### src/source/huff_pkg.sv
`default_nettype none

package huff_pkg;

    // walk event opcodes, as posted by the host.
    typedef enum logic [1:0] {
        OP_LEAF      = 2'd0,
        OP_BACKTRACK = 2'd1,
        OP_FINISH    = 2'd2
    } walk_op_e;

    // one tree-walk step, head of the event queue.
    typedef struct packed {
        walk_op_e   op;
        logic [7:0] char_index;
    } walk_event_t;

    localparam int CODE_W = 9; // widest code word, leaf flag plus index.

    // header code word, first bit to send sits in bits[CODE_W-1].
    typedef struct packed {
        logic [CODE_W-1:0] bits;
        logic [3:0]        len;  // 1 to 9.
        logic              last; // closes the header.
    } code_word_t;

    localparam logic [3:0] LEAF_LEN      = 4'd9;
    localparam logic [3:0] BACKTRACK_LEN = 4'd1;

    // register map.
    localparam logic [3:0] EVENT_ADDR  = 4'h0;
    localparam logic [3:0] STATUS_ADDR = 4'h4;

    // event write data layout.
    localparam int EVT_OP_MSB = 9;
    localparam int EVT_OP_LSB = 8;
    localparam logic [1:0] OP_ILLEGAL = 2'd3;

    // status word layout, count lives in the low bits.
    localparam int STATUS_IDLE_BIT = 31;

    localparam logic [1:0] RESP_OKAY   = 2'b00;
    localparam logic [1:0] RESP_SLVERR = 2'b10;

endpackage

`default_nettype wire

### src/source/walk_event_regs.sv
`timescale 1ns/1ps
`default_nettype none

module walk_event_regs
    import huff_pkg::*;
#(
    parameter int EVENT_DEPTH = 4,
    parameter int COUNT_W = 16
) (
    input  wire                clk,
    input  wire                rst,
    input  wire  [3:0]         awaddr,
    input  wire                awvalid,
    output logic               awready,
    input  wire  [31:0]        wdata,
    input  wire                wvalid,
    output logic               wready,
    output logic [1:0]         bresp,
    output logic               bvalid,
    input  wire                bready,
    input  wire  [3:0]         araddr,
    input  wire                arvalid,
    output logic               arready,
    output logic [31:0]        rdata,
    output logic [1:0]         rresp,
    output logic               rvalid,
    input  wire                rready,
    output walk_event_t        evt,
    output logic               evt_valid,
    input  wire                evt_ready,
    input  wire                synth_idle,
    input  wire                ser_idle,
    input  wire  [COUNT_W-1:0] bit_count
);

    localparam int PTR_W = $clog2(EVENT_DEPTH);

    typedef enum logic {RESP_IDLE, RESP_PEND} resp_state_e;

    resp_state_e b_state;
    resp_state_e r_state;
    resp_state_e r_state_next;

    walk_event_t queue [EVENT_DEPTH];
    logic [PTR_W:0] wr_ptr; // extra msb tells full from empty.
    logic [PTR_W:0] rd_ptr;
    logic q_full;
    logic q_empty;
    logic evt_addr_hit;
    logic op_legal;
    logic wr_accept;
    logic push;
    logic ar_accept;
    logic [31:0] status_word;

    assign q_empty = (wr_ptr == rd_ptr);
    assign q_full  = (wr_ptr[PTR_W] != rd_ptr[PTR_W]) &&
                     (wr_ptr[PTR_W-1:0] == rd_ptr[PTR_W-1:0]);

    assign evt_addr_hit = (awaddr == EVENT_ADDR);
    assign op_legal     = (wdata[EVT_OP_MSB:EVT_OP_LSB] != OP_ILLEGAL);

    // only a legal event write has to wait for room.
    assign wr_accept = awvalid && wvalid && (b_state == RESP_IDLE) &&
                       !(evt_addr_hit && op_legal && q_full);
    assign awready   = wr_accept;
    assign wready    = wr_accept;
    assign push      = wr_accept && evt_addr_hit && op_legal;
    assign bvalid    = (b_state == RESP_PEND);

    assign evt_valid = !q_empty;
    assign evt       = queue[rd_ptr[PTR_W-1:0]];

    always_ff @(posedge clk) begin
        if (push) begin
            queue[wr_ptr[PTR_W-1:0]] <= '{op: walk_op_e'(wdata[EVT_OP_MSB:EVT_OP_LSB]),
                                          char_index: wdata[7:0]};
        end
    end

    always_ff @(posedge clk, posedge rst) begin
        if (rst) begin
            wr_ptr  <= '0;
            rd_ptr  <= '0;
            b_state <= RESP_IDLE;
        end else begin
            if (push) wr_ptr <= wr_ptr + 1'b1;
            if (evt_valid && evt_ready) rd_ptr <= rd_ptr + 1'b1;
            if (wr_accept) b_state <= RESP_PEND;
            else if (bready) b_state <= RESP_IDLE; // no effect while idle.
        end
    end

    always_ff @(posedge clk) begin
        if (wr_accept) bresp <= push ? RESP_OKAY : RESP_SLVERR;
    end

    // read side.
    assign ar_accept = arvalid && arready;
    assign rvalid    = (r_state == RESP_PEND);

    always_comb begin
        r_state_next = r_state;
        case (r_state)
            RESP_IDLE: if (ar_accept) r_state_next = RESP_PEND;
            RESP_PEND: if (rready) r_state_next = RESP_IDLE;
            default:   r_state_next = RESP_IDLE;
        endcase
    end

    always_ff @(posedge clk, posedge rst) begin
        if (rst) begin
            r_state <= RESP_IDLE;
            arready <= 1'b0;
        end else begin
            r_state <= r_state_next;
            arready <= (r_state_next == RESP_IDLE); // free again once the response is taken.
        end
    end

    always_comb begin
        status_word = '0;
        status_word[STATUS_IDLE_BIT] = q_empty && synth_idle && ser_idle;
        status_word[COUNT_W-1:0] = bit_count;
    end

    always_ff @(posedge clk) begin
        if (ar_accept) begin
            rdata <= (araddr == STATUS_ADDR) ? status_word : 32'd0;
            rresp <= (araddr == STATUS_ADDR) ? RESP_OKAY : RESP_SLVERR;
        end
    end

endmodule

`default_nettype wire

### src/source/header_synthesis.sv
`timescale 1ns/1ps
`default_nettype none

module header_synthesis
    import huff_pkg::*;
(
    input  wire         clk,
    input  wire         rst,
    input  walk_event_t evt,
    input  wire         evt_valid,
    output logic        evt_ready,
    output code_word_t  cw,
    output logic        cw_valid,
    input  wire         cw_ready,
    output logic        synth_idle
);

    typedef enum logic [1:0] {WAIT, HOLD, EMIT} synth_state_e;

    synth_state_e state;
    synth_state_e state_next;
    code_word_t hold_q; // waits for the next event.
    code_word_t cw_q;
    logic evt_fire;
    logic is_finish;

    // leaf is 1 then the index, backtrack is a single 0.
    function automatic code_word_t form_word(input walk_event_t e);
        code_word_t w;
        w.last = 1'b0;
        if (e.op == OP_LEAF) begin
            w.bits = {1'b1, e.char_index};
            w.len  = LEAF_LEN;
        end else begin
            w.bits = '0;
            w.len  = BACKTRACK_LEN;
        end
        return w;
    endfunction

    assign evt_ready  = (state != EMIT);
    assign evt_fire   = evt_valid && evt_ready;
    assign is_finish  = (evt.op == OP_FINISH);
    assign cw         = cw_q;
    assign cw_valid   = (state == EMIT);
    assign synth_idle = (state == WAIT);

    always_comb begin
        state_next = state;
        case (state)
            WAIT:    if (evt_fire) state_next = is_finish ? EMIT : HOLD;
            HOLD:    if (evt_fire) state_next = EMIT;
            // a word without last leaves its successor in hold_q.
            EMIT:    if (cw_ready) state_next = cw_q.last ? WAIT : HOLD;
            default: state_next = WAIT;
        endcase
    end

    always_ff @(posedge clk, posedge rst) begin
        if (rst) state <= WAIT;
        else state <= state_next;
    end

    always_ff @(posedge clk) begin
        if (evt_fire) begin
            if (is_finish) begin
                if (state == HOLD) cw_q <= '{bits: hold_q.bits, len: hold_q.len, last: 1'b1};
                else cw_q <= '{bits: '0, len: BACKTRACK_LEN, last: 1'b1}; // lone closing 0.
            end else begin
                hold_q <= form_word(evt);
                if (state == HOLD) cw_q <= hold_q; // older word is not last.
            end
        end
    end

endmodule

`default_nettype wire

### src/source/bit_serializer.sv
`timescale 1ns/1ps
`default_nettype none

module bit_serializer
    import huff_pkg::*;
#(
    parameter int COUNT_W = 16
) (
    input  wire                clk,
    input  wire                rst,
    input  code_word_t         cw,
    input  wire                cw_valid,
    output logic               cw_ready,
    output logic               hdr_bit,
    output logic               hdr_valid,
    output logic               hdr_last,
    input  wire                hdr_ready,
    output logic               ser_idle,
    output logic [COUNT_W-1:0] bit_count
);

    logic [CODE_W-1:0] shift_q;
    logic [3:0] remain_q; // bits left in the current word.
    logic last_q;
    logic busy_q;
    logic final_bit;
    logic bit_fire;
    logic load;

    assign final_bit = (remain_q == 4'd1);
    assign bit_fire  = busy_q && hdr_ready;

    // take the next word while the final bit goes out.
    assign cw_ready  = !busy_q || (hdr_ready && final_bit);
    assign load      = cw_valid && cw_ready;

    assign hdr_valid = busy_q;
    assign hdr_bit   = shift_q[CODE_W-1]; // msb first.
    assign hdr_last  = last_q && final_bit;
    assign ser_idle  = !busy_q;

    always_ff @(posedge clk, posedge rst) begin
        if (rst) begin
            busy_q   <= 1'b0;
            remain_q <= '0;
            last_q   <= 1'b0;
        end else if (load) begin
            busy_q   <= 1'b1;
            remain_q <= cw.len;
            last_q   <= cw.last;
        end else if (bit_fire) begin
            remain_q <= remain_q - 1'b1;
            if (final_bit) busy_q <= 1'b0;
        end
    end

    always_ff @(posedge clk) begin
        if (load) shift_q <= cw.bits;
        else if (bit_fire) shift_q <= {shift_q[CODE_W-2:0], 1'b0};
    end

    // running total for the status register, wraps.
    always_ff @(posedge clk, posedge rst) begin
        if (rst) bit_count <= '0;
        else if (bit_fire) bit_count <= bit_count + 1'b1;
    end

endmodule

`default_nettype wire

### src/source/huff_header_top.sv
`timescale 1ns/1ps
`default_nettype none

module huff_header_top
    import huff_pkg::*;
#(
    parameter int EVENT_DEPTH = 4,
    parameter int COUNT_W = 16
) (
    input  wire         clk,
    input  wire         rst,
    input  wire  [3:0]  awaddr,
    input  wire         awvalid,
    output logic        awready,
    input  wire  [31:0] wdata,
    input  wire         wvalid,
    output logic        wready,
    output logic [1:0]  bresp,
    output logic        bvalid,
    input  wire         bready,
    input  wire  [3:0]  araddr,
    input  wire         arvalid,
    output logic        arready,
    output logic [31:0] rdata,
    output logic [1:0]  rresp,
    output logic        rvalid,
    input  wire         rready,
    output logic        hdr_bit,
    output logic        hdr_valid,
    output logic        hdr_last,
    input  wire         hdr_ready
);

    walk_event_t evt;
    logic evt_valid;
    logic evt_ready;
    code_word_t cw;
    logic cw_valid;
    logic cw_ready;
    logic synth_idle;
    logic ser_idle;
    logic [COUNT_W-1:0] bit_count; // feeds the status word.

    walk_event_regs #(
        .EVENT_DEPTH (EVENT_DEPTH),
        .COUNT_W     (COUNT_W)
    ) u_regs (
        .clk        (clk),        .rst        (rst),
        .awaddr     (awaddr),     .awvalid    (awvalid),    .awready (awready),
        .wdata      (wdata),      .wvalid     (wvalid),     .wready  (wready),
        .bresp      (bresp),      .bvalid     (bvalid),     .bready  (bready),
        .araddr     (araddr),     .arvalid    (arvalid),    .arready (arready),
        .rdata      (rdata),      .rresp      (rresp),      .rvalid  (rvalid),
        .rready     (rready),
        .evt        (evt),        .evt_valid  (evt_valid),  .evt_ready (evt_ready),
        .synth_idle (synth_idle), .ser_idle   (ser_idle),   .bit_count (bit_count)
    );

    header_synthesis u_synth (
        .clk        (clk),
        .rst        (rst),
        .evt        (evt),
        .evt_valid  (evt_valid),
        .evt_ready  (evt_ready),
        .cw         (cw),
        .cw_valid   (cw_valid),
        .cw_ready   (cw_ready),
        .synth_idle (synth_idle)
    );

    bit_serializer #(
        .COUNT_W (COUNT_W)
    ) u_ser (
        .clk       (clk),
        .rst       (rst),
        .cw        (cw),
        .cw_valid  (cw_valid),
        .cw_ready  (cw_ready),
        .hdr_bit   (hdr_bit),
        .hdr_valid (hdr_valid),
        .hdr_last  (hdr_last),
        .hdr_ready (hdr_ready),
        .ser_idle  (ser_idle),
        .bit_count (bit_count)
    );

endmodule

`default_nettype wire

### config.mk
export PLATFORM = sky130hd
export DESIGN_NAME = huff_header_top
export DESIGN_NICKNAME = d
export VERILOG_FILES = /design/src/source/huff_pkg.sv /design/src/source/walk_event_regs.sv /design/src/source/header_synthesis.sv /design/src/source/bit_serializer.sv /design/src/source/huff_header_top.sv
export SDC_FILE = /design/constraint.sdc
export NUM_CORES = 1
export LEC_CHECK = 0
export ABC_AREA = 1
export BUFFER_PORTS_ARGS = -buffer_cell sky130_fd_sc_hd__clkbuf_2
export CAP_MARGIN = 20
export CORE_MARGIN = 4
export CORE_UTILIZATION = 40
export CTS_CLUSTER_DIAMETER = 100
export DETAILED_ROUTE_END_ITERATION = 8
export PLACE_DENSITY = 0.6
export SLEW_MARGIN = 20
export SYNTH_ARGS = -nofsm -noshare
export SYNTH_HDL_FRONTEND = slang
export SYNTH_SLANG_ARGS = --single-unit
### constraint.sdc
create_clock -name clk -period 3.6 [get_ports clk]
set_input_delay 0.18 -clock clk [delete_from_list [all_inputs] [get_ports clk]]
set_output_delay 0.18 -clock clk [all_outputs]
set_load 0.05 [all_outputs]
== Yosys cells after proc, flatten, opt, wreduce, memory -nomap -nowiden ==
Memories as Yosys holds them, arrays and structs flattened.
Cells that the tools add are included.
Storage, ports and cells
  register bits after elaboration: 105
  bits in writable memories: 40
  bits of input ports: 48
  output and inout bits: 44
  memories: 1
Memories
  u_regs.queue: depth 4, width 10, rd ports 1, clocked after Yosys merged registers in 0, wr ports 1, RTL line walk_event_regs.sv:44  | walk_event_t queue [EVENT_DEPTH];
Operators by class
  add/sub/neg operators: 4
  equality and inequality tests: 13
  mux-type cells: 26
  bitwise operators: 4
  reductions and logical operators: 31
Operators by type and width (count)
  14-bit 2-to-1 mux: 3
  9-bit 2-to-1 mux: 2
  16-bit by 1-bit adder with 16-bit output, second input constant: 1
  1-bit logical AND: 16
  13-bit 2-to-1 mux: 1
  2-bit 2-to-1 mux: 6
  1-bit 2-to-1 mux: 10
  4-bit 2-to-1 mux: 2
  2-bit nonzero test: 4
  3-bit by 1-bit adder with 3-bit output, second input constant: 2
  2-bit inequality test, second input constant: 3
  2-bit case mux with 3 select lines: 1
  2-bit AND reduction: 3
  2-bit == test, second input constant: 2
  4-bit by 1-bit == test with 1-bit output, second input constant: 1
  4-bit by 3-bit == test with 1-bit output, second input constant: 1
  2-bit logical NOT: 2
  4-bit logical NOT: 1
  2-bit by 1-bit inequality test with 1-bit output, second input constant: 2
  1-bit NOT: 4
  4-bit by 1-bit subtractor with 4-bit output, second input constant: 1
  3-bit == test: 1
  1-bit logical NOT: 3
  3-bit AND reduction: 1
  other kinds (5): 5

== Logic depth before layout (Yosys ltp) ==
Gate-level depths: netlist (run 1).
  depth after elaboration: 9
  depth in mapped cells: 10
  mapped depth without buffers: 9

== Modules after synthesis ==
From an unflattened synthesis (run 1), not the netlist that was laid out.
Unflattened totals
  cells, all modules: 518
  area, all modules: 5446.5 um^2
By module, submodules not included
  walk_event_regs: instances 1, cells each 247, area each 2921.6 um^2
  bit_serializer: instances 1, cells each 179, area each 1602.8 um^2
  header_synthesis: instances 1, cells each 92, area each 922.1 um^2

== Worst setup path after synthesis (run 1) ==
Ideal clock, no wire load.
  path type: register to register
  from: reg u_regs.b_state, in the netlist u_regs.bvalid
  to: mem u_regs.queue[0][0] in the netlist's numbering (enable)
  library setup time: 376 ps
  arrival time: 1464 ps
  data required time: 3224 ps
  setup slack: 1760 ps
  stages on the path, launching flop included: 6
  period minus slack after synthesis: 1840 ps
  cells stage by stage: dfrtp_1 inv_1 nand3_1 inv_1 nand3_2 nor2_1
Between the ends
  cells in the longest elaborated chain, start to end: 7
RTL lines
  start, declared: RTL line walk_event_regs.sv:40  | resp_state_e b_state;
  start signal, assigned: RTL line walk_event_regs.sv:85  | b_state <= RESP_IDLE;
  start signal, assigned: RTL line walk_event_regs.sv:89  | if (wr_accept) b_state <= RESP_PEND;
  start signal, assigned: RTL line walk_event_regs.sv:90  | else if (bready) b_state <= RESP_IDLE;
  1-bit NOT: RTL line walk_event_regs.sv:64  | assign wr_accept = awvalid && wvalid && (b_state == RESP_IDLE) &&
  1-bit logical AND (2 in a row): RTL line walk_event_regs.sv:64
  1-bit logical AND (2 in a row): RTL line walk_event_regs.sv:68  | assign push = wr_accept && evt_addr_hit && op_legal;
  1-bit 2-to-1 mux: RTL line walk_event_regs.sv:75  | if (push) begin
  1-bit 2-to-1 mux (implied by the code): RTL line walk_event_regs.sv:76  | queue[wr_ptr[PTR_W-1:0]] <= '{op: walk_op_e'(wdata[EVT_OP_MSB:EVT_OP_LSB]),
  end, declared: RTL line walk_event_regs.sv:44
No other way between the ends.

== Worst setup path in the final report (run 1) ==
  from: reg u_regs.rd_ptr[1]
  to: reg u_synth.cw_q, in the netlist u_synth.cw[9] (enable)
Between the ends
  cells in the longest elaborated chain, start to end: 4
  elaborated cells on any way between the ends: 7
RTL lines
  start, declared: RTL line walk_event_regs.sv:46  | logic [PTR_W:0] rd_ptr;
  start signal, assigned: RTL line walk_event_regs.sv:88  | if (evt_valid && evt_ready) rd_ptr <= rd_ptr + 1'b1;
  memory read 4 x 10 bit or 3-bit == test (tied branches)
  2-bit == test or 1-bit logical NOT (tied branches): RTL line header_synthesis.sv:43, walk_event_regs.sv:71
  2-bit nonzero test (no source line) or 1-bit logical AND (tied branches)
  2-bit AND reduction (no source line) (*)
  end signal, assigned: RTL line header_synthesis.sv:67  | if (state == HOLD) cw_q <= '{bits: hold_q.bits, len: hold_q.len, last: 1'b1};
  end signal, assigned: RTL line header_synthesis.sv:68  | else cw_q <= '{bits: '0, len: BACKTRACK_LEN, last: 1'b1};
  end signal, assigned: RTL line header_synthesis.sv:71  | if (state == HOLD) cw_q <= hold_q;
  end, declared: RTL line header_synthesis.sv:23  | code_word_t cw_q;
Mark *: on every way between the ends. The rest lies on a longest branch, timed or not.
A chain may end at the register's enable or synchronous reset.

==> flow_summary_export.csv, run 1 <==
group,metric,value,unit
floorplanning,coreArea,12800,sq um
cts,clockBufferDepth,2,
synthesis,synth-seq-cells,120,
detailed_routing,vias,3401,
synthesis,yosys_warnings,0,
grt,grt_overflow_total,0,
timing,timing.fmax,391,MHz
synthesis,syn-cell-area,5290,sq um
min_path,min_path_type,"primary input to register",
final_layout,multiInputGateArea,1480,sq um
cts,clock-root-buffer,"clkbuf_16",
worst_setup_path,arrival,2.59,ns
detailed_routing,drtAntennaViolNets,0,
placement,io_buffers,52,
final_layout,drive_gt1_share,17.1,%
floorplanning,die_w,123,microns
worst_setup_path,cp_slowest_cell,"a21oi_1",
cts,cts.sinks,120,
grt,grt_util_met1,15.7,%
synthesis,synthCells,509,
worst_setup_path,path_class,"register to register",
timing,period_share,71.0,%
synthesis,ys_seq_area_share,65.0,%
timing,slew_violations,0,
placement,dp_cells,729,
final_layout,post-route-util,50.1,%
worst_setup_path,endpoint_kind,"register",
power,p_leak,2.86,nW
placement,dpl-instance-area,5700,sq um
timing,setup_tns,0,ns
worst_setup_path,path_buf_inv,1,
grt,grtUsageTotal,13.6,%
placement,hpwl,6020,microns
timing,fin_worst_skew,0.00576,ns
final_layout,antenna_cells,0,
final_layout,design_area,6400,sq um
cts,postCtsSetupBuffers,0,
final_layout,nNetsFinal,644,
floorplanning,io_pins,92,
detailed_routing,drt_iter0_drc,188,
synthesis,synth_cell_types,29,
worst_setup_path,cpMostUsedCell,"nand2_1",
timing,rsz0062_at_grt,"no",
worst_setup_path,critPathMaxFanout,13,
timing,holdWs,0.0402,ns
timing,tightest_slew,0.861,ns
detailed_routing,viasPerCell,4.40,
detailed_routing,wl_per_cell,11.7,microns
synthesis,syn_area_per_cell,10.4,sq um
worst_setup_path,worstPathRequired,3.64,ns
power,powerDensity,815,nW/um^2
cts,cts_resized,0,
worst_setup_path,start_kind,"register",
outcome,status,"complete, no violations",
cts,h-tree-depth,4,
grt,top_usage_layer,"met2",
floorplanning,die_h,123,microns
grt,grt_pass1_wl,15600,microns
final_layout,areaGrowthSynthToFinish,21.1,%
timing,slew_headroom,42.6,%
worst_setup_path,path_cells,"inv_1 > nand2_1 > nand2_1 > nand3_1 > nand2_2 > a21oi_1",
cts,path_clk_slew,0.05,ns
grt,antenna_found_initial,0,
detailed_routing,drt-total-wl,9010,microns
grt,grt_max_degree,34,
final_layout,fillers,1176,
worst_setup_path,cpLargestDelayFamily,"compound AO/OA/AOI/OAI gates",
timing,finalHoldViolations,0,
worst_setup_path,slowest_delay,0.70,ns
cts,clock_latency,0.41,ns
detailed_routing,drc,0,
cts,cts_tree,"built",
final_layout,stdcell_count,773,
cts,cts_inserted_buffers,17,
grt,grtUsageMet3,5.40,%
job,drv_cap,0,
placement,gp_congestion,0.760,
grt,grt_pass1_vias,3395,
floorplanning,initial_core_util,41.4,%
timing,fin_crit,2.56,ns
timing,setup_viol,0,
final_layout,seqCellArea,3440,sq um
cts,postCtsHoldBufs,12,
floorplanning,dieArea,15100,sq um
detailed_routing,drt_first_pass_iters,4,
grt,grtUsageMet2,22.6,%
power,ir_worst_vdd,0.402,mV
floorplanning,rows,41,
layout by cell type (no fill, tap or decap), types with 2 or more instances in the layout:
| master | instances |
|---|---|
| nand2_1 | 104 |
| edfxtp_1 | 87 |
| nor2_1 | 85 |
| inv_1 | 66 |
| clkbuf_2 | 52 |
| dfrtp_1 | 33 |
| o21ai_0 | 26 |
| nand3_1 | 19 |
| conb_1 | 17 |
| clkbuf_16 | 17 |
| xor2_1 | 13 |
| a21oi_1 | 13 |
| dlygate4sd3_1 | 12 |
| ha_1 | 8 |
| buf_4 | 6 |
| nor2_2 | 5 |
| clkinv_2 | 5 |
| nand4_1 | 4 |
| nand2_2 | 3 |
| xnor2_1 | 3 |
| bufinv_16 | 3 |
| inv_2 | 2 |
| clkinv_1 | 2 |
| nor2_4 | 2 |
| clkbuf_1 | 2 |
| inv_6 | 2 |
flip-flops by register name (all words and copies together) (netlist names), 2 cells and up:
register,cells
u_regs.wr_ptr,3
u_regs.queue,40
u_synth.hold_q,9
u_ser.bit_count,16
u_ser.remain_q,4
u_ser.shift_q,9
u_regs.rd_ptr,3
u_synth.cw,10
u_synth.state,2
u_regs.rdata,17
per-layer routing:
| layer | vias to the layer above | part of all wire (%) |
|---|---|---|
| met3 | 11 | 5.0 |
| li1 | 1759 | - |
| met5 | - | 0 |
| met1 | 1562 | 44 |
| met4 | 0 | 1.3 |
| met2 | 69 | 50 |
cell type report:
cell class                      instances  share of cell area [%]
Sequential cell                       120                    53.7
Inverter                               69                    4.05
Tap cell                              172                    3.36
Multi-Input combinational cell        310                    23.1
Clock buffer                           19                    6.76
Clock inverter                         13                    2.38
Timing Repair Buffer                   70                    6.65
power by group:
part / switching [mW] / internal (mW)
clock: 0.577 / 1.08
combinational: 1.02 / 0.418
sequential: 0.186 / 1.93
total: 1.78 / 3.43
kinds of logic (layout without fill, tap and decap cells):
group	after synthesis	count (layout)	share of synthesized area (%)
xor+xnor	16	16	2.65
simple gates	227	227	18.0
buf+inv	95	171	8.16
other cells	1	17	0.0709
flops	120	120	65.0
compound gates	41	41	4.00
fa+ha+maj	8	8	1.89
mux	1	1	0.213
synthesized netlist by cell type (all sizes together):
master  count  area [sq um]
nand3      20           105
clkbuf      2          7.51
nand4       4          25.0
clkinv      1          3.75
nand3b      2          27.5
xnor2       3          26.3
o21a        1          7.51
mux2        1          11.3
buf        24           165
nor2       92           373
ha          8           100
dfrtp      33           826
inv        68           255
and2        1          6.26
edfxtp     87          2610
nor3        1          5.00
conb        1          3.75
a21oi      14          73.8
nand2     107           409
xor2       13           114
o21ai      26           130
final timing paths:
kind | start | end | slack (ns) | cells past startpoint
min in group asynchronous | rst | u_regs.arready$_DFF_PP0_ | 0.40 | 4
hold reg to reg | u_ser.last_q$_DFFE_PP0P_ | u_ser.last_q$_DFFE_PP0P_ | 0.49 | 2
hold / removal | rready | u_regs.rvalid$_DFF_PP0_ | 0.04 | 2
max in group asynchronous | rst | u_ser.bit_count[15]$_DFFE_PP0P_ | 2.89 | 4
setup reg to reg | u_regs.rd_ptr[1]$_DFFE_PP0P_ | u_synth.cw[9]$_DFFE_PP_ | 1.04 | 6
setup / recovery | u_regs.rd_ptr[1]$_DFFE_PP0P_ | u_synth.cw[9]$_DFFE_PP_ | 1.04 | 6
through the flow:
stage	power [mW]	setup WS (ns)
after floorplan	3.29	1.76
after global placement	3.54	1.07
after global routing	5.61	0.721
final	5.21	1.04
after detailed placement	3.58	0.988
after CTS	5.28	0.964
(Power assumes the default switching activity.)
==> run 2, diff against run 1 <==
--- a/config.mk
+++ b/config.mk
@@ -12,7 +12,7 @@
 export CORE_UTILIZATION = 40
 export CTS_CLUSTER_DIAMETER = 100
 export DETAILED_ROUTE_END_ITERATION = 8
-export PLACE_DENSITY = 0.6
+export PLACE_DENSITY = 0.63
 export SLEW_MARGIN = 20
 export SYNTH_ARGS = -nofsm -noshare
 export SYNTH_HDL_FRONTEND = slang
==> constraint.sdc (replaced) <==
create_clock -name clk -period 2.2 [get_ports clk]
set_input_delay 0.11 -clock clk [delete_from_list [all_inputs] [get_ports clk]]
set_output_delay 0.11 -clock clk [all_outputs]
set_load 0.05 [all_outputs]
==> flow_summary_export.csv, run 2 (synthesized netlist as in run 1, its figures left out) <==
group,metric,value,unit
power,powerDensity,1350,nW/um^2
floorplanning,die_h,123,microns
floorplanning,io_pins,92,
final_layout,multiInputGateArea,1480,sq um
power,ir_worst_vdd,0.685,mV
floorplanning,dieArea,15100,sq um
worst_setup_path,endpoint_kind,"primary output",
grt,grt_overflow_total,0,
timing,fin_crit,1.90,ns
detailed_routing,route.met2.wl,4700,microns
detailed_routing,highest_layer,"met4",
timing,finalHoldViolations,0,
detailed_routing,drt_iter0_drc,214,
cts,cts_tree,"built",
floorplanning,rows,41,
final_layout,antenna_cells,0,
detailed_routing,wl_met1,3940,microns
detailed_routing,viasPerCell,4.46,
detailed_routing,drt_first_pass_iters,5,
detailed_routing,drtAntennaViolNets,0,
cts,clock-root-buffer,"clkbuf_16",
timing,timing.fmax,526,MHz
timing,fin_ws,0.300,ns
timing,rsz0062_at_grt,"no",
cts,clock_latency,0.42,ns
cts,clockBufferDepth,2,
detailed_routing,vias,3478,
grt,grt_pass1_wl,16500,microns
timing,tightest_slew,0.720,ns
worst_setup_path,path_class,"register to primary output",
final_layout,largest_register_ffs,40,
final_layout,fillers,1139,
outcome,status,"complete, no violations",
placement,place_ws,0.432,ns
final_layout,drive_gt1_share,17.5,%
final_layout,final_common_cell,"nand2_1",
grt,grt_max_degree,34,
detailed_routing,wl_per_cell,12.0,microns
detailed_routing,drc,0,
cts,path_clk_slew,0.06,ns
detailed_routing,drt-total-wl,9340,microns
worst_setup_path,start_kind,"register",
cts,h-tree-depth,4,
placement,io_buffers,52,
job,drv_cap,0,
floorplanning,die_w,123,microns
timing,setup_tns,0,ns
worst_setup_path,worstPathRequired,2.09,ns
timing,fin_worst_skew,0.0102,ns
placement,hpwl,6310,microns
floorplanning,initial_core_util,41.4,%
worst_setup_path,arrival,1.79,ns
cts,cts.sinks,120,
timing,period_share,86.4,%
timing,setup_viol,0,
min_path,min_path_type,"primary input to register",
grt,grtUsageTotal,14.2,%
power,p_leak,2.88,nW
detailed_routing,wl_met3,508,microns
timing,slew_violations,0,
floorplanning,coreArea,12800,sq um
cts,cts_inserted_buffers,17,
cts,cts_resized,0,
final_layout,most-common-layout-cells,"nand2_1 (104), edfxtp_1 (87), nor2_1 (85)",
grt,antenna_found_initial,0,
worst_setup_path,critPathMaxFanout,4,
placement,gp_congestion,0.785,
final_layout,seqCellArea,3440,sq um
final_layout,areaGrowthSynthToFinish,22.0,%
final_layout,nNetsFinal,650,
timing,slew_headroom,52.0,%
grt,grt_pass1_vias,3608,
## run 2: cell count changes in the layout (fill, tap and decap cells not counted), sizes merged
| cell | previous run | this run |
|---|---|---|
| clkinvlp | 1 | 3 |
| clkinv | 8 | 4 |
| clkbuf | 71 | 75 |
| dlygate4sd3 | 12 | 13 |
| inv | 70 | 68 |
| buf | 6 | 11 |
## run 2: routing by layer
| metal | GRT usage (%) | vias to the layer above |
|---|---|---|
| li1 | - | 1775 |
| met1 | 16.5 | 1614 |
| met2 | 23.9 | 75 |
| met3 | 5.03 | 14 |
| met4 | 6.16 | 0 |
| met5 | 0 | - |
## run 2: cell type report
| type | instances | area share [%] |
|---|---|---|
| well taps | 172 | 3.34 |
| flip-flops and latches | 120 | 53.3 |
| clock buffers | 23 | 7.10 |
| repair buffers | 76 | 7.33 |
| multi-input cells | 310 | 22.9 |
| inverters | 69 | 4.02 |
| clock inverters | 9 | 1.98 |
## run 2: repair_timing
item                                   in CTS  in global routing
hold buffers                               13                  0
endpoints found under the hold margin      76                  0
buffers inserted                            0                  0
## run 2: stage by stage
stage / total power [mW] / util (%) / hold WS, ns / area (sq um) / instances
2_1_floorplan: 5.38 / - / 0.206 / 5350 / 525
3_3_place_gp: 5.89 / 44.9 / 0.218 / 5730 / 734
3_5_place_dp: 5.97 / 44.9 / 0.226 / 5730 / 734
4_1_cts: 8.77 / 50.5 / 0.0903 / 6450 / 779
5_1_grt: 9.30 / 50.5 / 0.139 / 6450 / 779
6_report: 8.67 / 50.5 / 0.102 / 6450 / 779
## run 2: worst paths after layout
kind | slack [ns] | to | cells after the start | start
max | 0.30 | wready | 6 | u_regs.rd_ptr[0]$_DFFE_PP0P_
min | 0.10 | u_regs.wr_ptr[0]$_DFFE_PP0P_ | 5 | awvalid
max reg2reg | 0.46 | u_ser.shift_q[3]$_DFFE_PP_ | 7 | u_ser.remain_q[1]$_DFFE_PP0P_
min reg2reg | 0.51 | u_ser.bit_count[15]$_DFFE_PP0P_ | 2 | u_ser.bit_count[15]$_DFFE_PP0P_
max in group asynchronous | 1.53 | u_ser.remain_q[3]$_DFFE_PP0P_ | 4 | rst
min in group asynchronous | 0.34 | u_regs.rd_ptr[1]$_DFFE_PP0P_ | 4 | rst
## run 2: critical path, cell delays in order (launching register included)
cell      delay, ns
dfrtp_1        0.43
xnor2_1        0.30
and2_1         0.17
nand3_1        0.07
nand2_1        0.10
inv_1          0.07
clkbuf_2       0.24
## run 2: power breakdown
part	internal [mW]	switching (mW)	leakage, nW
Combinational	0.755	1.73	1.39
Clock	1.80	0.938	0.277
Sequential	3.16	0.297	1.22
Total	5.71	2.96	2.88
